**src/hw/wbmem_pkg.sv**
```systemverilog
package wbmem_pkg;

    // bus widths
    localparam int DATA_W = 32;
    localparam int ADDR_W = 8;              // word address, 256 words
    localparam int SEL_W  = DATA_W / 8;

    // queue sizing
    localparam int QUEUE_DEPTH = 4;

    // timing, all in clock cycles
    localparam int INIT_STALL   = 8;        // forced stall after reset release
    localparam int SAME_DELAY   = 2;        // same kind as the previous issue
    localparam int SWITCH_DELAY = 5;        // read after write or write after read

    typedef logic [DATA_W-1:0] word_t;
    typedef logic [ADDR_W-1:0] addr_t;
    typedef logic [SEL_W-1:0]  sel_t;

    // one queued bus request, 45 bits
    typedef struct packed {
        logic  we;
        addr_t addr;
        sel_t  sel;
        word_t wdata;
    } wb_req_t;

    // start-up stall state of the request queue
    typedef enum logic {
        ST_STARTUP,
        ST_RUN
    } startup_state_t;

endpackage : wbmem_pkg

```
**src/hw/wbmem_req_queue.sv**
```systemverilog
`timescale 1ns/1ps

module wbmem_req_queue
    import wbmem_pkg::*;
(
    input  logic    clk_i,
    input  logic    arst_n_i,

    input  logic    req_valid_i,
    input  wb_req_t req_i,

    input  logic    pop_i,
    output wb_req_t head_o,
    output logic    head_valid_o,

    output logic    stall_o
);

    typedef logic [$clog2(QUEUE_DEPTH)-1:0]   ptr_t;
    typedef logic [$clog2(QUEUE_DEPTH+1)-1:0] count_t;
    typedef logic [$clog2(INIT_STALL)-1:0]    stall_cnt_t;

    startup_state_t state;
    stall_cnt_t     stall_cnt;

    wb_req_t        fifo_mem [QUEUE_DEPTH];
    ptr_t           rd_ptr;
    ptr_t           wr_ptr;
    count_t         count;

    logic           full;
    logic           push;
    logic           pop;

    // circular increment, depth need not be a power of two
    function automatic ptr_t ptr_inc(input ptr_t ptr);
        if (ptr == ptr_t'(QUEUE_DEPTH - 1)) begin
            return '0;
        end
        return ptr + 1'b1;
    endfunction

    // start-up stall timer
    always_ff @(posedge clk_i or negedge arst_n_i) begin
        if (!arst_n_i) begin
            state     <= ST_STARTUP;
            stall_cnt <= '0;
        end else if (state == ST_STARTUP) begin
            if (stall_cnt == stall_cnt_t'(INIT_STALL - 1)) begin
                state <= ST_RUN;        // last forced stall cycle
            end else begin
                stall_cnt <= stall_cnt + 1'b1;
            end
        end
    end

    assign full    = (count == count_t'(QUEUE_DEPTH));
    assign stall_o = (state == ST_STARTUP) || full;

    assign push = req_valid_i && !stall_o;  // bus handshake
    assign pop  = pop_i && head_valid_o;

    // pointers and fill level
    always_ff @(posedge clk_i or negedge arst_n_i) begin
        if (!arst_n_i) begin
            rd_ptr <= '0;
            wr_ptr <= '0;
            count  <= '0;
        end else begin
            if (push) wr_ptr <= ptr_inc(wr_ptr);
            if (pop)  rd_ptr <= ptr_inc(rd_ptr);
            case ({push, pop})
                2'b10:   count <= count + 1'b1;
                2'b01:   count <= count - 1'b1;
                default: count <= count;    // idle or push+pop
            endcase
        end
    end

    // entry storage
    always_ff @(posedge clk_i) begin
        if (push) begin
            fifo_mem[wr_ptr] <= req_i;
        end
    end

    assign head_o       = fifo_mem[rd_ptr];
    assign head_valid_o = (count != '0);

endmodule : wbmem_req_queue

```
**config.mk**
```make
export PLATFORM = sky130hd
export DESIGN_NAME = wbmem_req_queue
export DESIGN_NICKNAME = d
export VERILOG_FILES = /design/src/hw/wbmem_pkg.sv /design/src/hw/wbmem_req_queue.sv
export SDC_FILE = /design/constraint.sdc
export NUM_CORES = 1
export LEC_CHECK = 0
export BUFFER_PORTS_ARGS = -buffer_cell sky130_fd_sc_hd__buf_2
export CAP_MARGIN = 40
export CORE_ASPECT_RATIO = 1.25
export CORE_MARGIN = 4
export CORE_UTILIZATION = 43
export DETAILED_ROUTE_END_ITERATION = 12
export HOLD_SLACK_MARGIN = 0.03
export SYNTH_ARGS = -nofsm -noshare
export SYNTH_HDL_FRONTEND = slang
export SYNTH_SLANG_ARGS = --single-unit
export TNS_END_PERCENT = 100
```
**constraint.sdc**
```tcl
create_clock -name clk_i -period 2.5 [get_ports clk_i]
set_clock_uncertainty 0.1 [all_clocks]
set_input_delay 0.5 -clock clk_i [delete_from_list [all_inputs] [get_ports clk_i]]
set_output_delay 0.5 -clock clk_i [all_outputs]
set_load 0.01 [all_outputs]
```
After elaboration in Yosys (flattened, before gate mapping)
Memory sizes are Yosys's and may differ from the RTL's.
Index checks and enable logic that the tools add are counted.
{ "op_classes": {"bitwise_logic": 2, "n_eq_ne": 6, "n_addsub": 5, "reduce_logical": 7, "muxes": 13} }
{ "op_table": {"columns": ["cell", "count"], "rows": [
  ["$mux 1", 8],
  ["$mux 2", 4],
  ["$add 3x1->3 const B", 2],
  ["$eq 2x2->1 const B", 3],
  ["$eq 3x3->1 const B", 2],
  ["$pmux 3 s2", 1],
  ["$add 2x1->2 const B", 2],
  ["$reduce_bool 3->1", 1],
  ["$sub 3x1->3 const B", 1],
  ["$eq 2x1->1 const B", 1],
  ["$logic_and 1x1->1", 2],
  ["$not 1->1", 2],
  ["$reduce_and 2->1", 1],
  ["$reduce_bool 2->1", 1],
  ["$logic_not 1->1", 1],
  ["$logic_or 1x1->1", 1]
]} }
{ "word_totals": {"regBits": 11, "word_cells": 39, "output_inout_bits": 47, "ram_bits": 180, "mem_count": 1} }
{ "memory_table": {"columns": ["name", "depth", "width", "read_ports", "rd_ports_with_merged_regs", "write_ports", "line_no", "rtl"], "rows": [
  ["fifo_mem", 4, 45, 1, 0, 1, "wbmem_req_queue.sv:26", "wb_req_t fifo_mem [QUEUE_DEPTH];"]
]} }

Longest topological paths before layout
Gate-level depths: netlist (run 1).
{ "logic_depth": {"word_depth": 6, "mapped_depth": 9, "depth_no_buf": 9} }

Worst setup path after synthesis (run 1)
OpenSTA, ideal clock, no wires.
{ "synth_timing": {"path_kind": "input to register", "start": "input req_valid_i", "end": "memory fifo_mem[0][0] (netlist name) (enable)", "setup_slack_ps": 112, "n_path_buf": 0, "arrival_time_ps": 1881, "cell_stages": 3, "cell_sequence": "nand2_1 -> a21oi_2 -> and2_1"} }
{ "synth_between": {"elab_chain_cells": 3} }
{ "synth_lines": {"columns": ["item", "line_no", "rtl"], "rows": [
  ["from (decl)", "wbmem_req_queue.sv:9", "input logic req_valid_i,"],
  ["$logic_and 1x1->1", "wbmem_req_queue.sv:60", "assign push = req_valid_i && !stall_o;"],
  ["$mux 1", "wbmem_req_queue.sv:82", "if (push) begin"],
  ["$mux 1 (implied by the code)", "wbmem_req_queue.sv:83", "fifo_mem[wr_ptr] <= req_i;"],
  ["to (decl)", "wbmem_req_queue.sv:26", null]
]} }
Every way passes these cells.

==> flow_summary.json, run 1 <==
{
  "status": "complete, no violations",
  "syn_nets": 347,
  "peakVddDrop_mv": 0.546,
  "internal_power_mw": 7.26,
  "p_sw_share_pct": 28.2,
  "yosysWarnings": 0,
  "pre_cts_ws_ns": 0.279,
  "holdCritPathClass": "primary input to flop",
  "seq_power_share_pct": 44.0,
  "h-tree-depth": 4,
  "totalWireLength_mm": 12.5,
  "drtAntennaViolNets": 0,
  "yosysSeqAreaShare_pct": 79.9,
  "cp_data_required_time_ns": 1.90,
  "slew_headroom_pct": 72.5,
  "fin_crit_sh_pct": 96.3,
  "p_leak_nw": 2.99,
  "finalSetupViolCount": 0,
  "antenna_cells": 0,
  "slew_viol_final": 0,
  "gr-total-overflow": 0,
  "rows": 52,
  "viasPerCell": 5.06,
  "postSynthCellCount": 289,
  "coreArea_mm2": 0.0162,
  "drc_errors": 0,
  "wl_per_cell_um": 19.6,
  "grt_pass1_vias": 3429,
  "avgSynthCellArea_um2": 24.6,
  "worst_slew_pin_slew_ns": 0.413,
  "vias": 3241,
  "grt_usage_pct": 14.2,
  "clk_path_buf_depth": 2,
  "chipHeight_um": 152,
  "areaGrowthSynthToFinish_pct": 20.6,
  "seq_area_mm2": 0.00569,
  "pin_count": 96,
  "die_area_mm2": 0.0187,
  "power_density_mw_per_mm2": 1180,
  "cts_inserted_buffers": 17,
  "post_synth_num_cell_types": 18,
  "place_area_mm2": 0.00794,
  "power_switching_mw": 2.86,
  "tns_ns": 0,
  "cp_max_fo": 6,
  "holdWs_ns": 0.186,
  "crit_path_start_kind": "flop",
  "place_hpwl_mm": 8.04,
  "nFillCells": 1276,
  "stdcell_area_mm2": 0.00858,
  "min_period_ns": 2.41,
  "pwr-share-comb_pct": 29.4,
  "root_buffer": "clkbuf_16",
  "die_w_um": 123,
  "grt_pass1_wl_mm": 19.2,
  "dp.cells": 603,
  "antenna_found_initial": 1,
  "layout_setup_ws_ns": 0.0917,
  "start_util_pct": 43.9,
  "p_clk_share_pct": 26.6,
  "ys_seq_elements": 191,
  "cts_tree": "yes",
  "netlist_area_mm2": 0.00711,
  "drive_gt1_share_pct": 47.2,
  "drt_iter0_drc": 136,
  "grt_max_degree": 27,
  "rsz0062_at_grt": "no",
  "clock_sinks": 191,
  "maxCapViolCount": 0,
  "gp_congestion": 0.673,
  "clock_latency_ns": 0.42,
  "io_buffers": 95,
  "hold_viol": 0,
  "setup.worst_path.class": "flop to primary output",
  "clkTransAtPathRegs_ns": 0.07,
  "final_nets": 469,
  "fin_cells": 640,
  "end_kind": "primary output",
  "multi_input_area_mm2": 0.00133,
  "arrival_ns": 1.81,
  "first_pass_iters": 4,
  "fmax_mhz": 415
}
cell usage in the layout, fill, tap and decap left out, types with 5 or more instances in the layout:
cell / netlist / layout
mux4_2: 45 / 45
dfrtp_1: 11 / 9
mux2_2: 6 / 6
buf_4: 1 / 12
edfxtp_1: 180 / 180
ha_1: 8 / 8
clkbuf_16: 0 / 17
nor2_1: 5 / 5
buf_2: 5 / 95
inv_1: 8 / 8
repair_timing:
action                     4_1_cts  5_1_grt
buffers inserted                 4        0
hold buffers                     1        0
hold endpoints to repair        11        0
gates resized for setup          1        0
setup endpoints to repair       43        0
power groups by stage:
stage | registers (mW) | logic, mW | clock network (mW)
finish | 4.46 | 2.97 | 2.69
global placement | 4.60 | 2.90 | 0
floorplan | 4.41 | 1.97 | 0
detailed placement | 4.63 | 2.92 | 0
global route | 4.52 | 3.26 | 2.87
CTS | 4.47 | 3.09 | 2.76
registers in the layout (all words and copies together), names as in the netlist:
name	cells
wr_ptr	2
count	3
fifo_mem	180
state	1
stall_cnt	3
rd_ptr	2
synthesized netlist by cell type, drive strengths merged:
master,instances,area share [%]
mux4,45,14
or3,1,0.16
nor2,5,0.26
a21oi,1,0.12
fa,1,0.28
and2,4,0.35
inv,8,0.42
mux2,6,0.95
dfrtp,11,3.9
nand2,4,0.21
edfxtp,180,76
ha,8,1.4
mux2i,1,0.14
buf,10,1.1
xnor2,1,0.12
xor2,3,0.37
critical path, stage by stage, from the launching register on:
cell and delay [ns]:
dfrtp_4 0.50, buf_4 0.21, mux4_2 0.52, buf_2 0.16
final timing paths:
path / start / endpoint / slack, ns / cells past startpoint
setup / recovery: rd_ptr[0] / head_o[5] / 0.09 / 3
hold / removal: req_i[3] / fifo_mem[3][3] / 0.19 / 1
setup reg to reg: count[2] / count[2] / 0.45 / 9
hold reg to reg: stall_cnt[0] / stall_cnt[0] / 0.39 / 1
max in group asynchronous: arst_n_i / rd_ptr[0] / 1.69 / 2
min in group asynchronous: arst_n_i / count[0] / 0.37 / 2
cell families (layout without fill, tap and decap cells):
logic type	count (synthesis)	count (layout)	synth area share (%)
DFF	191	191	79.9
muxes	52	52	15.3
buffers and inverters	18	153	1.51
and+or+nand+nor	14	14	0.985
adders and majority gates	9	9	1.69
xor gates and xnor gates	4	4	0.493
AOI/OAI and AO/OA	1	1	0.123
area by class of cell:
class,instances,share of cell area (%)
clock buffers,18,5.00
clock inverters,14,1.93
well taps,216,3.15
multi-input cells,80,15.5
flip-flops and latches,191,66.3
inverters,8,0.350
repair buffers,113,7.77
through the flow:
stage,power (mW),util [%]
global placement,7.50,49.0
detailed placement,7.55,49.0
CTS,10.3,53.0
floorplan,6.38,-
finish,10.1,53.0
global route,10.6,53.0
layer usage:
layer	vias up	GRT usage, %	routed length [µm]
met4	2	5.65	219
met2	77	24.6	6750
met3	18	4.46	703
met1	1696	16.5	4860
li1	1448	-	-
met5	-	0	13
Note: power is estimated with default switching activity, not from simulation.
==> run 2, diff against run 1 <==
ABC_AREA = 1   (was unset)
CAP_MARGIN = unset   (was 40)
clock period = 2.3 ns   (was 2.5 ns; I/O delays follow)
==> run 2 against run 1 <==
Effect of this change: the flow now finishes with violations (setup timing); first-iteration DRC count up 120%; critical path depth up 3; combinational power up 76%; sequential cell count unchanged; clock power up 4%; sequential power up 7.6%; count of clock-buffer cells in the layout unchanged; total power up 27%.
==> flow_summary.json, run 2 <==
{
  "status": "complete, but fails checks",
  "violations": "setup timing",
  "rsz0062_at_grt": "yes",
  "synth_area_leader_cell": "edfxtp_1",
  "synth_most_common_cell": "edfxtp_1",
  "grt_pass1_vias": 4721,
  "totalWireLength_mm": 17.7,
  "rows": 55,
  "areaGrowthSynthToFinish_pct": 23.1,
  "power_switching_mw": 4.65,
  "regToRegSetupSlack_ns": 0.31,
  "drtAntennaViolNets": 0,
  "start_util_pct": 43.7,
  "clock_sinks": 191,
  "final_util_pct": 53.9,
  "clock_latency_ns": 0.42,
  "slew_headroom_pct": 72.8,
  "gp_congestion": 0.716,
  "largest_registers": "fifo_mem (180), count (3), stall_cnt (3)",
  "place_hpwl_mm": 9.21,
  "netlist_area_mm2": 0.00792,
  "h-tree-depth": 4,
  "die_area_mm2": 0.0207,
  "final_nets": 777,
  "wl_per_cell_um": 18.4,
  "arrival_ns": 1.74,
  "chipHeight_um": 160,
  "cp_max_fo": 8,
  "final_common_cell": "edfxtp_1",
  "viasPerCell": 4.98,
  "grt_max_degree": 93,
  "setup.worst_path.class": "flop to primary output",
  "synth_area_leaders": "edfxtp_1, o211ai_2, nand2_1",
  "place_area_mm2": 0.00872,
  "antenna_found_initial": 3,
  "crit_path_start_kind": "flop",
  "hold_viol": 0,
  "largest_reg_flops": 180,
  "grt_usage_pct": 15.2,
  "pwr-share-comb_pct": 40.8,
  "synth_top_area_share_pct": 68.3,
  "internal_power_mw": 8.19,
  "drc_errors": 0,
  "ys.flop_type": "edfxtp_1",
  "avgSynthCellArea_um2": 13.2,
  "post_synth_num_cell_types": 23,
  "worst_slew_pin_slew_ns": 0.408,
  "fin_crit_sh_pct": 100,
  "cts_inserted_buffers": 17,
  "synth_edf_count": 180,
  "seq_power_share_pct": 37.4,
  "gr-total-overflow": 0,
  "p_leak_nw": 3.91,
  "async_flop_share_pct": 5.76,
  "syn_nets": 657,
  "layout_setup_ws_ns": -0.00371,
  "p_sw_share_pct": 36.2,
  "regMostFlops": "fifo_mem",
  "die_w_um": 129,
  "cp_data_required_time_ns": 1.74,
  "maxCapViolCount": 0,
  "p_clk_share_pct": 21.8,
  "io_buffers": 95,
  "final_cell_mix": "edfxtp_1, nand2_1, inv_1",
  "yosysWarnings": 0,
  "pin_count": 96,
  "min_period_ns": 2.30,
  "ys_seq_elements": 191,
  "clk_path_buf_depth": 2,
  "finalSetupViolCount": 1,
  "drive_gt1_share_pct": 31.8,
  "vias": 4794,
  "holdWs_ns": 0.144,
  "coreArea_mm2": 0.0181,
  "slew_viol_final": 0,
  "drt_iter0_drc": 296,
  "root_buffer": "clkbuf_16",
  "clkTransAtPathRegs_ns": 0.07,
  "holdCritPathClass": "primary input to flop",
  "nFillCells": 1493,
  "power_density_mw_per_mm2": 1320,
  "peakVddDrop_mv": 0.666,
  "first_pass_iters": 4,
  "fin_cells": 962,
  "cts_tree": "yes",
  "grt_pass1_wl_mm": 24.2,
  "yosysSeqAreaShare_pct": 71.8,
  "postSynthCellCount": 599,
  "fmax_mhz": 434,
  "synth_commonest_cells": "edfxtp_1, nand2_1, inv_1",
  "dp.cells": 907,
  "stdcell_area_mm2": 0.00975,
  "end_kind": "primary output",
  "tns_ns": -0.00371
}
[run 2: worst max-delay path, stage by stage, from the launching register on]
cell and delay (ns):
dfrtp_4 0.54, buf_12 0.17, clkbuf_16 0.17, a21oi_1 0.15
o21ai_0 0.09, nand2_1 0.08, buf_6 0.11
[run 2: metrics by stage]
| stage | setup WS (ns) | power, mW |
|---|---|---|
| 2_1_floorplan | -0.111 | 7.57 |
| 3_3_place_gp | 0.446 | 8.89 |
| 3_5_place_dp | 0.366 | 9.03 |
| 4_1_cts | -0.00398 | 11.9 |
| 5_1_grt | -0.0731 | 13.6 |
| 6_report | -0.00371 | 12.8 |
[run 2: worst paths after layout]
kind | from | endpoint | depth (start not counted)
max in group asynchronous | arst_n_i | rd_ptr[0] | 2
max reg2reg | count[0] | count[2] | 10
min reg2reg | stall_cnt[2] | stall_cnt[2] | 2
max | rd_ptr[0] | head_o[23] | 6
min | req_i[0] | fifo_mem[0][0] | 1
min in group asynchronous | arst_n_i | stall_cnt[1] | 2
[run 2: timing repair]
| item | in CTS | in global routing |
|---|---|---|
| buffers inserted | 1 | 4 |
| pin swaps | 0 | 31 |
| setup endpoints to repair | 14 | 31 |
| hold endpoints to repair | 11 | 0 |
| resized for setup | 0 | 71 |
| hold buffers | 1 | 0 |
| cloned | 0 | 15 |
[run 2: area by class of cell]
type	count	area [µm²]	share of cell area (%)
diodes	2	5.00	0.0513
multi-input cells	274	1760	18.1
repair buffers	131	1050	10.8
clock inverters	14	133	1.36
well taps	228	285	2.93
inverters	104	390	4.01
flip-flops and latches	191	5690	58.4
clock buffers	18	429	4.40
[run 2: logic make-up after synthesis]
logic type                 Yosys count  share of synthesized area [%]
DFF                                191                           71.8
buffers and inverters              134                           7.41
and+or+nand+nor                    126                           6.21
xor gates and xnor gates             2                          0.221
AOI/OAI and AO/OA                  137                           12.9
adders and majority gates            9                           1.52
[run 2: power by group through the flow]
stage               clock network [mW]  registers [mW]  logic [mW]
finish                            2.80            4.80        5.24
global route                      3.00            4.86        5.74
CTS                               2.86            4.80        4.20
detailed placement                   0            4.90        4.13
global placement                     0            4.87        4.02
floorplan                            0            4.78        2.79
[run 2: metal layers]
| layer | global-route usage, % | wire [µm] |
|---|---|---|
| met4 | 4.68 | 273 |
| met2 | 26.1 | 9030 |
| met5 | 0 | 12 |
| met1 | 18.1 | 7520 |
| met3 | 4.72 | 832 |
