## src/hw/wbmem_pkg.sv

```systemverilog
package wbmem_pkg;

    // bus widths
    localparam int DATA_W = 32;
    localparam int ADDR_W = 8;              // word address, 256 words
    localparam int SEL_W  = DATA_W / 8;

    // queue sizing
    localparam int QUEUE_DEPTH = 4;

    // timing, all in clock cycles
    localparam int INIT_STALL   = 8;        // forced stall after reset release
    localparam int SAME_DELAY   = 2;        // same kind as the previous issue
    localparam int SWITCH_DELAY = 5;        // read after write or write after read

    typedef logic [DATA_W-1:0] word_t;
    typedef logic [ADDR_W-1:0] addr_t;
    typedef logic [SEL_W-1:0]  sel_t;

    // one queued bus request, 45 bits
    typedef struct packed {
        logic  we;
        addr_t addr;
        sel_t  sel;
        word_t wdata;
    } wb_req_t;

    // start-up stall state of the request queue
    typedef enum logic {
        ST_STARTUP,
        ST_RUN
    } startup_state_t;

endpackage : wbmem_pkg

```

## src/hw/wbmem_delay_stage.sv

```systemverilog
`timescale 1ns/1ps

module wbmem_delay_stage
    import wbmem_pkg::*;
(
    input  logic    clk_i,
    input  logic    arst_n_i,

    input  wb_req_t head_i,
    input  logic    head_valid_i,
    output logic    pop_o,

    output wb_req_t issue_o,
    output logic    issue_valid_o
);

    // sized for the longer of the two waits
    typedef logic [$clog2(SWITCH_DELAY+1)-1:0] wait_cnt_t;

    wait_cnt_t wait_cnt;        // cycles waited with a head present
    wait_cnt_t wait_len;
    logic      last_we;         // kind of the last issued request
    wb_req_t   issue_q;
    logic      issue_valid_q;

    // turnaround costs more than a repeat of the same kind
    assign wait_len = (head_i.we == last_we) ? wait_cnt_t'(SAME_DELAY)
                                             : wait_cnt_t'(SWITCH_DELAY);

    assign pop_o = head_valid_i && (wait_cnt == wait_len);

    // wait counter and last kind
    always_ff @(posedge clk_i or negedge arst_n_i) begin
        if (!arst_n_i) begin
            wait_cnt <= '0;
            last_we  <= 1'b0;           // behaves as if a read went last
        end else if (pop_o) begin
            wait_cnt <= '0;
            last_we  <= head_i.we;
        end else if (head_valid_i) begin
            wait_cnt <= wait_cnt + 1'b1;
        end
    end

    always_ff @(posedge clk_i or negedge arst_n_i) begin
        if (!arst_n_i) begin
            issue_valid_q <= 1'b0;
        end else begin
            issue_valid_q <= pop_o;     // single-cycle issue strobe
        end
    end

    // payload, only meaningful with the strobe
    always_ff @(posedge clk_i) begin
        if (pop_o) begin
            issue_q <= head_i;
        end
    end

    assign issue_o       = issue_q;
    assign issue_valid_o = issue_valid_q;

endmodule : wbmem_delay_stage

```

## config.mk

```make
export PLATFORM = sky130hd
export DESIGN_NAME = wbmem_delay_stage
export DESIGN_NICKNAME = d
export VERILOG_FILES = /design/src/hw/wbmem_pkg.sv /design/src/hw/wbmem_delay_stage.sv
export SDC_FILE = /design/constraint.sdc
export NUM_CORES = 1
export LEC_CHECK = 0
export BUFFER_PORTS_ARGS = -buffer_cell sky130_fd_sc_hd__buf_2
export CAP_MARGIN = 20
export CORE_ASPECT_RATIO = 1.2
export CORE_MARGIN = 10
export CORE_UTILIZATION = 23
export DETAILED_ROUTE_END_ITERATION = 10
export PLACE_DENSITY = 0.44
export SLEW_MARGIN = 20
export SYNTH_ARGS = -nofsm -noshare
export SYNTH_HDL_FRONTEND = slang
export SYNTH_SLANG_ARGS = --single-unit
```

## constraint.sdc

```tcl
create_clock -name clk_i -period 8.5 [get_ports clk_i]
set_input_delay 1.275 -clock clk_i [delete_from_list [all_inputs] [get_ports clk_i]]
set_output_delay 1.275 -clock clk_i [all_outputs]
set_load 0.02 [all_outputs]
```

; ---- Word-level counts from Yosys, hierarchy flattened
; Index checks and enable logic that the tools add are counted.
[word_totals]
ramBits = 0
elab_cells = 15
romBits = 0
latchBits = 0
mem_count = 0
out_inout_bits = 47
regBits = 50
inputBits = 48
[op_classes]
n_div = 0
magnitude_cmp = 0
eq_ne = 2
muxes = 3
addsub = 1
n_reduce_logical = 2
n_bitwise = 0
n_shift = 0
mul = 0
[ops]
columns = operator, n
row1 = $mux W3, 3
row2 = $add A3 B1 Y3 const B, 1
row3 = $eq A3 B3 Y1, 1
row4 = $reduce_bool A2 Y1, 1
row5 = $eq A1 B1 Y1, 1
row6 = $logic_and A1 B1 Y1, 1

; ---- Longest topological paths before layout
; Gate-level depths: netlist of the first run.
[depth]
ltp_word = 5
mapped_depth = 3
mapped_depth_nobuf = 3

; ---- Least setup slack after synthesis of the first run
; Ideal clock, no wire load.
[synth_path]
path_kind = input-to-output
start = input head_i[44] (netlist bit)
end = output pop_o
t_required_ns = 7.225
t_arrival_ns = 4.424
cell_stages = 3
path_buffers = 0
slack_ns = 2.801
cell_sequence = xor2_1 -> or4_1 -> a21oi_1
[synth_between]
elab_chain_cells = 4
[synth_rtl]
columns = item, line_no
row1 = from (decl), wbmem_delay_stage.sv:9  ; input wb_req_t head_i,
row2 = $eq A1 B1 Y1, wbmem_delay_stage.sv:27  ; assign wait_len = (head_i.we == last_we) ? wait_cnt_t'(SAME_DELAY)
row3 = $mux W3, wbmem_delay_stage.sv:27
row4 = $eq A3 B3 Y1, wbmem_delay_stage.sv:30  ; assign pop_o = head_valid_i && (wait_cnt == wait_len);
row5 = $logic_and A1 B1 Y1, wbmem_delay_stage.sv:30
row6 = to (decl), wbmem_delay_stage.sv:11  ; output logic pop_o,
; Every way passes these cells.

; ---- Final worst setup path of the first run
; Same ends and word-level chain as after synthesis.

==> results of run 1 <==
[state kept, by name (all words and copies together), names as in the netlist]
name,cells
issue_o,45
issue_valid_o,1
last_we,1
wait_cnt,3
[worst register-to-register path: stages, from the launching register on]
cell and delay (ns):
dfrtp_1 0.39, xor2_1 0.21, or4_1 0.51, a21oi_4 0.17
buf_4 0.47
[logic make-up after synthesis]
family / share of synthesized area [%]
simple gates: 2.547
flops: 91.05
fa+ha+maj: 0.7715
compound gates: 3.009
buf+inv: 0.6944
mux: 1.389
xor+xnor: 0.5402
[Yosys cell counts (all sizes together)]
cell / instances / share of area [%]
nor2b: 1 / 0.39
xor2: 1 / 0.54
nand2: 3 / 0.69
and3b: 1 / 0.62
a21oi: 1 / 0.31
o211a: 1 / 0.62
o311a: 1 / 0.69
o21ai: 1 / 0.31
edfxtp: 45 / 83
nand4: 1 / 0.39
o311ai: 1 / 0.54
inv: 3 / 0.69
ha: 1 / 0.77
a31o: 1 / 0.54
mux2: 2 / 1.4
dfrtp: 5 / 7.7
or4: 1 / 0.46
[metrics by stage]
step	hold slack [ns]	total power, mW	setup WS, ns	std cells	util (%)
6_report	0.5391	0.5963	4.192	259	33.61
5_1_grt	0.5721	0.6323	4.070	259	33.61
4_1_cts	0.5396	0.6064	4.171	259	33.61
3_5_place_dp	0.5193	0.4746	4.170	252	32.38
3_3_place_gp	0.5099	0.4663	4.236	252	32.38
2_1_floorplan	0.4997	0.4183	2.801	70	-
[cell type report]
class                           count  area share (%)
Tap cell                           87           4.726
Sequential cell                    50           64.10
Clock inverter                      2          0.6518
Inverter                            3          0.4889
Timing Repair Buffer               95           20.75
Multi-Input combinational cell     17           6.301
Clock buffer                        5           2.988
[how the worst max path moves through the flow]
stage / cells past startpoint / to / start
finish: 6 / pop_o / head_i[44]
global route: 6 / pop_o / head_i[44]
CTS: 6 / pop_o / head_i[44]
detailed placement: 6 / pop_o / head_i[44]
global placement: 6 / pop_o / head_i[44]
floorplan: 3 / pop_o / head_i[44]
[per-layer routing]
metal	share of wire, %	vias to the layer above	GRT usage [%]
met1	45	461	9.276
met2	44	67	10.89
met4	1.6	0	3.251
met5	0	-	0
li1	-	477	-
met3	9.2	6	3.587
[where the power goes]
group | total, mW | switching, mW | internal (mW)
Combinational | 0.134 | 0.0870 | 0.0466
Sequential | 0.332 | 0.0163 | 0.316
Clock | 0.131 | 0.0743 | 0.0563
==> results.tsv, run 1 <==
metric	value	unit
wire_per_inst	16.15	um
clkLatencyLatePin	0.29	ns
yosysSeqAreaShare	91.05	%
hold_start	last_we$_DFFE_PN0P_	
final_nets	221	
cp_num_buf_inv	3	
cts_resized	0	
setup_violations	0	
required	7.22	ns
crit_path_end_kind	primary output	
outcome	completed	
syn_area	1622	um2
multi_input_area	145.1	um2
hold_viol	0	
ios	95	
root_buffer	clkbuf_8	
reg2reg_slack	6.35	ns
worst_slew_pin_slew	0.5718	ns
cp_slowest_cell	or4_1	
clock_skew	0.006399	ns
max_freq	232.1	MHz
seqCellArea	1476	um2
grtUsageTotal	7.512	%
port_buffers	94	
final_antenna_net_count	0	
synth.net_count	119	
mostFrequentLayoutCells	buf_2 (94), edfxtp_1 (45), clkbuf_8 (5), dfrtp_1 (5), nand2_1 (3)	
ys_ff_latch	50	
cts_buffer_depth	2	
critPathLaunchType	input pin	
worstReg2RegStart	last_we$_DFFE_PN0P_	
fillCellCount	677	
die_h	112.0	um
synth_cell_types	18	
cp_slowest_stage_delay	0.51	ns
worstRegToRegCells	4	
grt_overflow	0	
cts_sinks	50	
htreeDepth	2	
p_leak	0.9527	nW
critical_path_class	in -> out	
placed_area	2220	um2
cts_tree	built	
drt_wl_total	4184	um
drc	0	
rr_endpoint	issue_o[33]$_DFFE_PP_	
fp.coreArea	6854	um2
syn_inst	70	
finalCritPeriodShare	50.68	%
grt_pass1_wl	6341	um
irDropWorstVdd	131.3	uV
syn_avg_cell_area	23.17	um2
worstPathMaxFanout	47	
drtPass1Iterations	4	
yosys_warnings	0	
min_path_cells	1	
hold_buffers	0	
tns	0	ns
cp_data_arrival_time	3.03	ns
die_w	96.65	um
die_area	10820	um2
min_to	last_we$_DFFE_PN0P_	
crit_chain	buf_2, xor2_1, or4_1, a21oi_4, buf_4, buf_2	
rsz0062_at_grt	no	
cpLargestDelayFamily	buffers and inverters	
drive_above_1_share	63.37	%
clk_pin_slew	0.08	ns
pwr_density_cell	258.9	nW/um2
rows	33	
numCtsBuffers	5	
routabilityCongestion	0.8150	
slew_viol_final	0	
maxCapViolations	0	
vias	1011	
start_util	23.66	%
via_per_inst	3.903	
dr.first_iter.drc_count	25	
layout_commonest_cell	buf_2	
grt_pass1_vias	1099	
post-route-min-period	4.308	ns
cpMostUsedCell	buf_2	
antenna_found_initial	0	
grt_start_max_net_pins	48	
syn_to_final_growth	42.05	%
postCtsSetupBuffers	0	
design_area	2303	um2
slew_headroom	61.88	%
diodes	0	
hold_class	reg -> reg	
Note: power is estimated with default switching activity, not from simulation.
==> run 2: changes to the inputs <==
--- a/config.mk
+++ b/config.mk
@@ -5,13 +5,14 @@
 export SDC_FILE = /design/constraint.sdc
 export NUM_CORES = 1
 export LEC_CHECK = 0
+export ABC_AREA = 1
 export BUFFER_PORTS_ARGS = -buffer_cell sky130_fd_sc_hd__buf_2
 export CAP_MARGIN = 20
 export CORE_ASPECT_RATIO = 1.2
 export CORE_MARGIN = 10
 export CORE_UTILIZATION = 23
 export DETAILED_ROUTE_END_ITERATION = 10
-export PLACE_DENSITY = 0.44
+export PLACE_DENSITY = 0.45
 export SLEW_MARGIN = 20
 export SYNTH_ARGS = -nofsm -noshare
 export SYNTH_HDL_FRONTEND = slang
==> constraint.sdc (replaced) <==
create_clock -name clk_i -period 3.6 [get_ports clk_i]
set_input_delay 0.54 -clock clk_i [delete_from_list [all_inputs] [get_ports clk_i]]
set_output_delay 0.54 -clock clk_i [all_outputs]
set_load 0.02 [all_outputs]
==> run 2 against run 1 <==
  * Area after synthesis up 1.1%
  * Synthesized cell count up 20%
  * Core utilization up 0.31 points
  * Sequential power up 150%
  * Wire length down 1.6%
  * Critical endpoint unchanged
  * Die area up 0.87%
  * Clock skew about the same
  * First-iteration DRC count down 8.0%
  * Count of clock-buffer cells in the layout unchanged
  * Largest cell class unchanged
  * Critical path depth unchanged
==> results.tsv, run 2 <==
metric	value	unit
outcome	completed	
die_w	97.06	um
hold_viol	0	
reg2reg_slack	1.74	ns
crit_chain	nor2_2, nand2_1, nand2_2, nand2_4, inv_2, buf_2	
crit_path_end_kind	primary output	
power.total	1.615	mW
worstPathMaxFanout	16	
synth.net_count	133	
diodes	0	
synth_cell_types	12	
final_core_util	33.91	%
clock_skew	0.005988	ns
maxCapViolations	0	
synth-edff-count	45	
cpLargestDelayFamily	buffers and inverters	
rows	33	
syn_to_final_growth	42.67	%
antenna_found_initial	0	
port_buffers	94	
rsz0062_at_grt	no	
yosysTopAreaCell	edfxtp_1	
post-route-min-period	2.140	ns
syn_area	1639	um2
drt_wl_total	4118	um
p_leak	1.027	nW
max_freq	467.4	MHz
required	3.06	ns
drive_above_1_share	58.82	%
die_h	112.5	um
vias	1055	
clk_pin_slew	0.09	ns
slew_headroom	72.78	%
fp.coreArea	6895	um2
ys_ff_latch	50	
hold_class	in -> async	
final_antenna_net_count	0	
cts_sinks	50	
grt_overflow	0	
die_area	10920	um2
critical_path_class	reg -> out	
worst_slew_pin_slew	0.4083	ns
ios	95	
slew_viol_final	0	
syn_inst	84	
grt_pass1_wl	6341	um
cp_num_buf_inv	2	
clkLatencyLatePin	0.29	ns
grt_start_max_net_pins	34	
finalCritPeriodShare	59.43	%
start_util	23.77	%
numCtsBuffers	5	
hold_buffers	0	
wire_per_inst	15.03	um
cp_slowest_cell	dfrtp_1	
cts_resized	0	
syn_avg_cell_area	19.51	um2
fillCellCount	680	
layout_commonest_cell	buf_2	
ys.flop_type	edfxtp_1	
dp_hpwl	3337	um
synth_most_common_cell	edfxtp_1	
cts_tree	built	
dr.first_iter.drc_count	23	
postCtsSetupBuffers	0	
setup_violations	0	
via_per_inst	3.850	
cp_data_arrival_time	1.60	ns
critPathLaunchType	flip-flop	
drtPass1Iterations	4	
synthTopCellsByArea	edfxtp_1 (82%), dfrtp_1 (7.6%), nand2_1 (3.7%)	
mostFrequentLayoutCells	buf_2 (94), edfxtp_1 (45), nand2_1 (16)	
final_nets	235	
htreeDepth	2	
cp_slowest_stage_delay	0.43	ns
yosysSeqAreaShare	90.08	%
grtUsageTotal	7.296	%
irDropWorstVdd	323.4	uV
pwr_density_cell	690.5	nW/um2
setup.worst_path.start	wait_cnt[0]$_DFFE_PN0P_	
worstReg2RegStart	wait_cnt[0]$_DFFE_PN0P_	
routabilityCongestion	0.7785	
tns	0	ns
largest_register_ffs	45	
cts_buffer_depth	2	
synth-async-reset-ratio	10.00	%
synth_top_area_share	82.44	%
synthTopCellsByCount	edfxtp_1 (45), nand2_1 (16), dfrtp_1 (5), inv_1 (5), nand3_1 (3)	
drc	0	
grt_pass1_vias	1193	
yosys_warnings	0	
root_buffer	clkbuf_8	
run 2: changes by cell type in the layout (fill, tap and decap cells not counted), moves of 2 or more:
cell and change:
nand2_1 +13, nand3_1 +3, inv_1 +3, clkinvlp_4 -2
nand2_2 +2, nor2_2 +2, mux2_2 -2
run 2: final timing paths:
| kind | to | depth (start not counted) |
|---|---|---|
| setup / recovery | pop_o | 6 |
| max in group asynchronous | last_we$_DFFE_PN0P_ | 1 |
| hold reg to reg | last_we$_DFFE_PN0P_ | 2 |
| setup reg to reg | issue_o[11]$_DFFE_PP_ | 6 |
| hold / removal | issue_valid_o$_DFF_PN0_ | 1 |
| min in group clk_i | issue_o[1]$_DFFE_PP_ | 1 |
run 2: worst register-to-register path: stages (launching register included):
cell and delay, ns:
dfrtp_1 0.43, nor2_2 0.14, nand2_1 0.07, nand2_2 0.09, nand2_4 0.06, inv_2 0.27, buf_4 0.45
run 2: layer usage:
layer / global-route usage, % / vias to the layer above / part of all wire (%)
met3: 4.172 / 2 / 12
met2: 10.63 / 73 / 43
met4: 2.266 / 0 / 0.29
met1: 8.903 / 483 / 45
li1: - / 497 / -
met5: 0 / - / 0
run 2: stage by stage:
stage	hold slack [ns]	setup WS, ns	instance area, um2	std cells
2_1_floorplan	0.2444	1.622	1639	84
6_report	0.04023	1.460	2338	274
3_5_place_dp	0.3607	1.453	2226	266
5_1_grt	0.02751	1.299	2338	274
3_3_place_gp	0.3602	1.486	2226	266
4_1_cts	0.02994	1.420	2338	274
run 2: area by class of cell:
type	count	area [um2]	area share, %
Multi-Input combinational cell	27	136.4	5.832
Sequential cell	50	1476	63.14
Inverter	7	26.28	1.124
Tap cell	87	108.9	4.655
Clock inverter	3	43.79	1.873
Timing Repair Buffer	95	478.0	20.44
Clock buffer	5	68.82	2.943
run 2: logic make-up (layout without fill, tap and decap cells):
kind of cell               Yosys count  after routing  share of synthesized area [%]
buffers and inverters                7            110                          1.603
and+or+nand+nor                     25             25                          7.022
adders and majority gates            1              1                         0.7632
xor gates and xnor gates             1              1                         0.5344
DFF                                 50             50                          90.08
run 2: report_power, final:
part	total, mW	internal (mW)	switching (mW)
clock network	0.388	0.208	0.179
logic	0.404	0.119	0.284
registers	0.824	0.782	0.0415
total	1.61	1.11	0.505
==> run 3: changes to the inputs <==
--- a/config.mk
+++ b/config.mk
@@ -12,7 +12,7 @@
 export CORE_MARGIN = 10
 export CORE_UTILIZATION = 23
 export DETAILED_ROUTE_END_ITERATION = 10
-export PLACE_DENSITY = 0.45
+export PLACE_DENSITY = 0.44
 export SLEW_MARGIN = 20
 export SYNTH_ARGS = -nofsm -noshare
 export SYNTH_HDL_FRONTEND = slang
==> constraint.sdc (replaced) <==
create_clock -name clk_i -period 2.1 [get_ports clk_i]
set_input_delay 0.315 -clock clk_i [delete_from_list [all_inputs] [get_ports clk_i]]
set_output_delay 0.315 -clock clk_i [all_outputs]
set_load 0.02 [all_outputs]
==> run 3 against run 2 <==
  * Clock skew shrank 0.0037 ns
  * Register-to-register slack lost 1.2 ns
  * Setup slack lost 0.96 ns
  * Power grew 64%
  * Critical path depth is the same
  * Sequential share of layout area grew 0.31 points
  * Critical endpoint unchanged
  * Largest cell class unchanged
  * Largest power group unchanged
  * Highest routed layer is now met3
==> results.tsv, run 3 (synthesis gave the netlist of run 2 again) <==
metric	value	unit
outcome	completed	
wire_per_inst	15.14	um
cts_sinks	50	
hold_buffers	1	
die_w	97.06	um
critPathLaunchType	flip-flop	
crit_chain	nor2_2, nand2_1, nand2_2, nand2_4, inv_2, buf_2	
worst_slew_pin_slew	0.3776	ns
postCtsSetupBuffers	0	
top_usage_layer	met2	
grtUsageTotal	7.440	%
cts_buffer_depth	2	
dp_hpwl	3336	um
fp.coreArea	6895	um2
drtPass1Iterations	4	
cp_slowest_cell	dfrtp_1	
drt_wl_total	4163	um
grt_start_max_net_pins	31	
final_antenna_net_count	0	
root_buffer	clkbuf_8	
htreeDepth	2	
cts_resized	0	
routabilityCongestion	0.7722	
hold_class	in -> reg	
cp_data_arrival_time	1.29	ns
finalCritPeriodShare	76.40	%
seqCellArea	1476	um2
hold_start	head_i[21]	
use_met2	9.955	%
cts_tree	built	
start_util	23.77	%
setup_violations	0	
drc	0	
grtUsageMet3	5.583	%
grt_pass1_wl	6465	um
critical_path_class	reg -> out	
clk_pin_slew	0.09	ns
tns	0	ns
slew_viol_final	0	
die_area	10920	um2
via_per_inst	3.764	
antenna_found_initial	0	
vias	1035	
layout_commonest_cell	buf_2	
clkLatencyLatePin	0.29	ns
final_nets	237	
max_freq	623.3	MHz
hold_viol	0	
die_h	112.5	um
irDropWorstVdd	373.1	uV
crit_path_end_kind	primary output	
post-route-min-period	1.604	ns
grt_overflow	0	
rsz0062_at_grt	no	
largest_register_ffs	45	
multi_input_area	136.4	um2
required	1.78	ns
grt_pass1_vias	1108	
p_leak	1.014	nW
syn_to_final_growth	41.98	%
hold_ws	0.1930	ns
rows	33	
clock_skew	0.002253	ns
worstReg2RegStart	wait_cnt[0]$_DFFE_PN0P_	
setup.worst_path.start	wait_cnt[0]$_DFFE_PN0P_	
slew_headroom	74.82	%
drive_above_1_share	58.51	%
dr.first_iter.drc_count	38	
port_buffers	94	
diodes	0	
worstPathMaxFanout	4	
fillCellCount	688	
pwr_density_cell	1137	nW/um2
numCtsBuffers	5	
ios	95	
gr-usage-met1	9.212	%
mostFrequentLayoutCells	buf_2 (94), edfxtp_1 (45), nand2_1 (16)	
maxCapViolations	0	
cp_slowest_stage_delay	0.43	ns
==> run 3: cell types whose count changed in the layout (fill, tap and decap cells not counted), sizes merged <==
| cell | change |
|---|---|
| clkinvlp | +2 |
| bufinv | -1 |
| clkinv | -1 |
| buf | +1 |
| dlygate4sd3 | +1 |
| inv | -1 |
==> run 3: metrics by stage <==
step	worst slack, ns	utilization (%)	cells	total power, mW	cell area [um2]
2_1_floorplan	0.4241	-	84	1.863	1639
3_3_place_gp	0.5490	32.39	267	2.159	2233
3_5_place_dp	0.5066	32.39	267	2.156	2233
4_1_cts	0.4671	33.75	275	2.710	2327
5_1_grt	0.3495	33.75	275	2.828	2327
6_report	0.4955	33.75	275	2.646	2327
==> run 3: layout make-up <==
class / count / share of cell area, %
Sequential cell: 50 / 63.44
Timing Repair Buffer: 97 / 21.29
Multi-Input combinational cell: 27 / 5.860
Tap cell: 87 / 4.677
Clock buffer: 5 / 2.957
Inverter: 7 / 1.129
Clock inverter: 2 / 0.6452
==> run 3: routing by layer <==
metal	vias to the layer above	routed length, um
li1	501	-
met1	463	1761
met2	71	1736
met3	0	664
met4	0	0
met5	-	0
==> run 3: critical path, delay by kind of cell (launching register included) <==
| family | cells | cell delay (ns) |
|---|---|---|
| buffers and inverters | 2 | 0.22 |
| AND/OR/NAND/NOR | 4 | 0.35 |
| flip-flops | 1 | 0.43 |
==> run 3: worst paths after layout <==
path	to	slack, ns	cells after the start
max	pop_o	0.50	6
min	issue_o[21]$_DFFE_PP_	0.19	1
max reg2reg	issue_o[17]$_DFFE_PP_	0.57	6
min reg2reg	last_we$_DFFE_PN0P_	0.55	2
max in group asynchronous	issue_valid_o$_DFF_PN0_	1.61	2
min in group asynchronous	wait_cnt[1]$_DFFE_PN0P_	0.36	2
==> run 3: power breakdown <==
part	switching, mW	internal, mW	total (mW)
logic	0.490	0.214	0.704
registers	0.0681	1.34	1.41
clock network	0.305	0.228	0.533
total	0.864	1.78	2.65
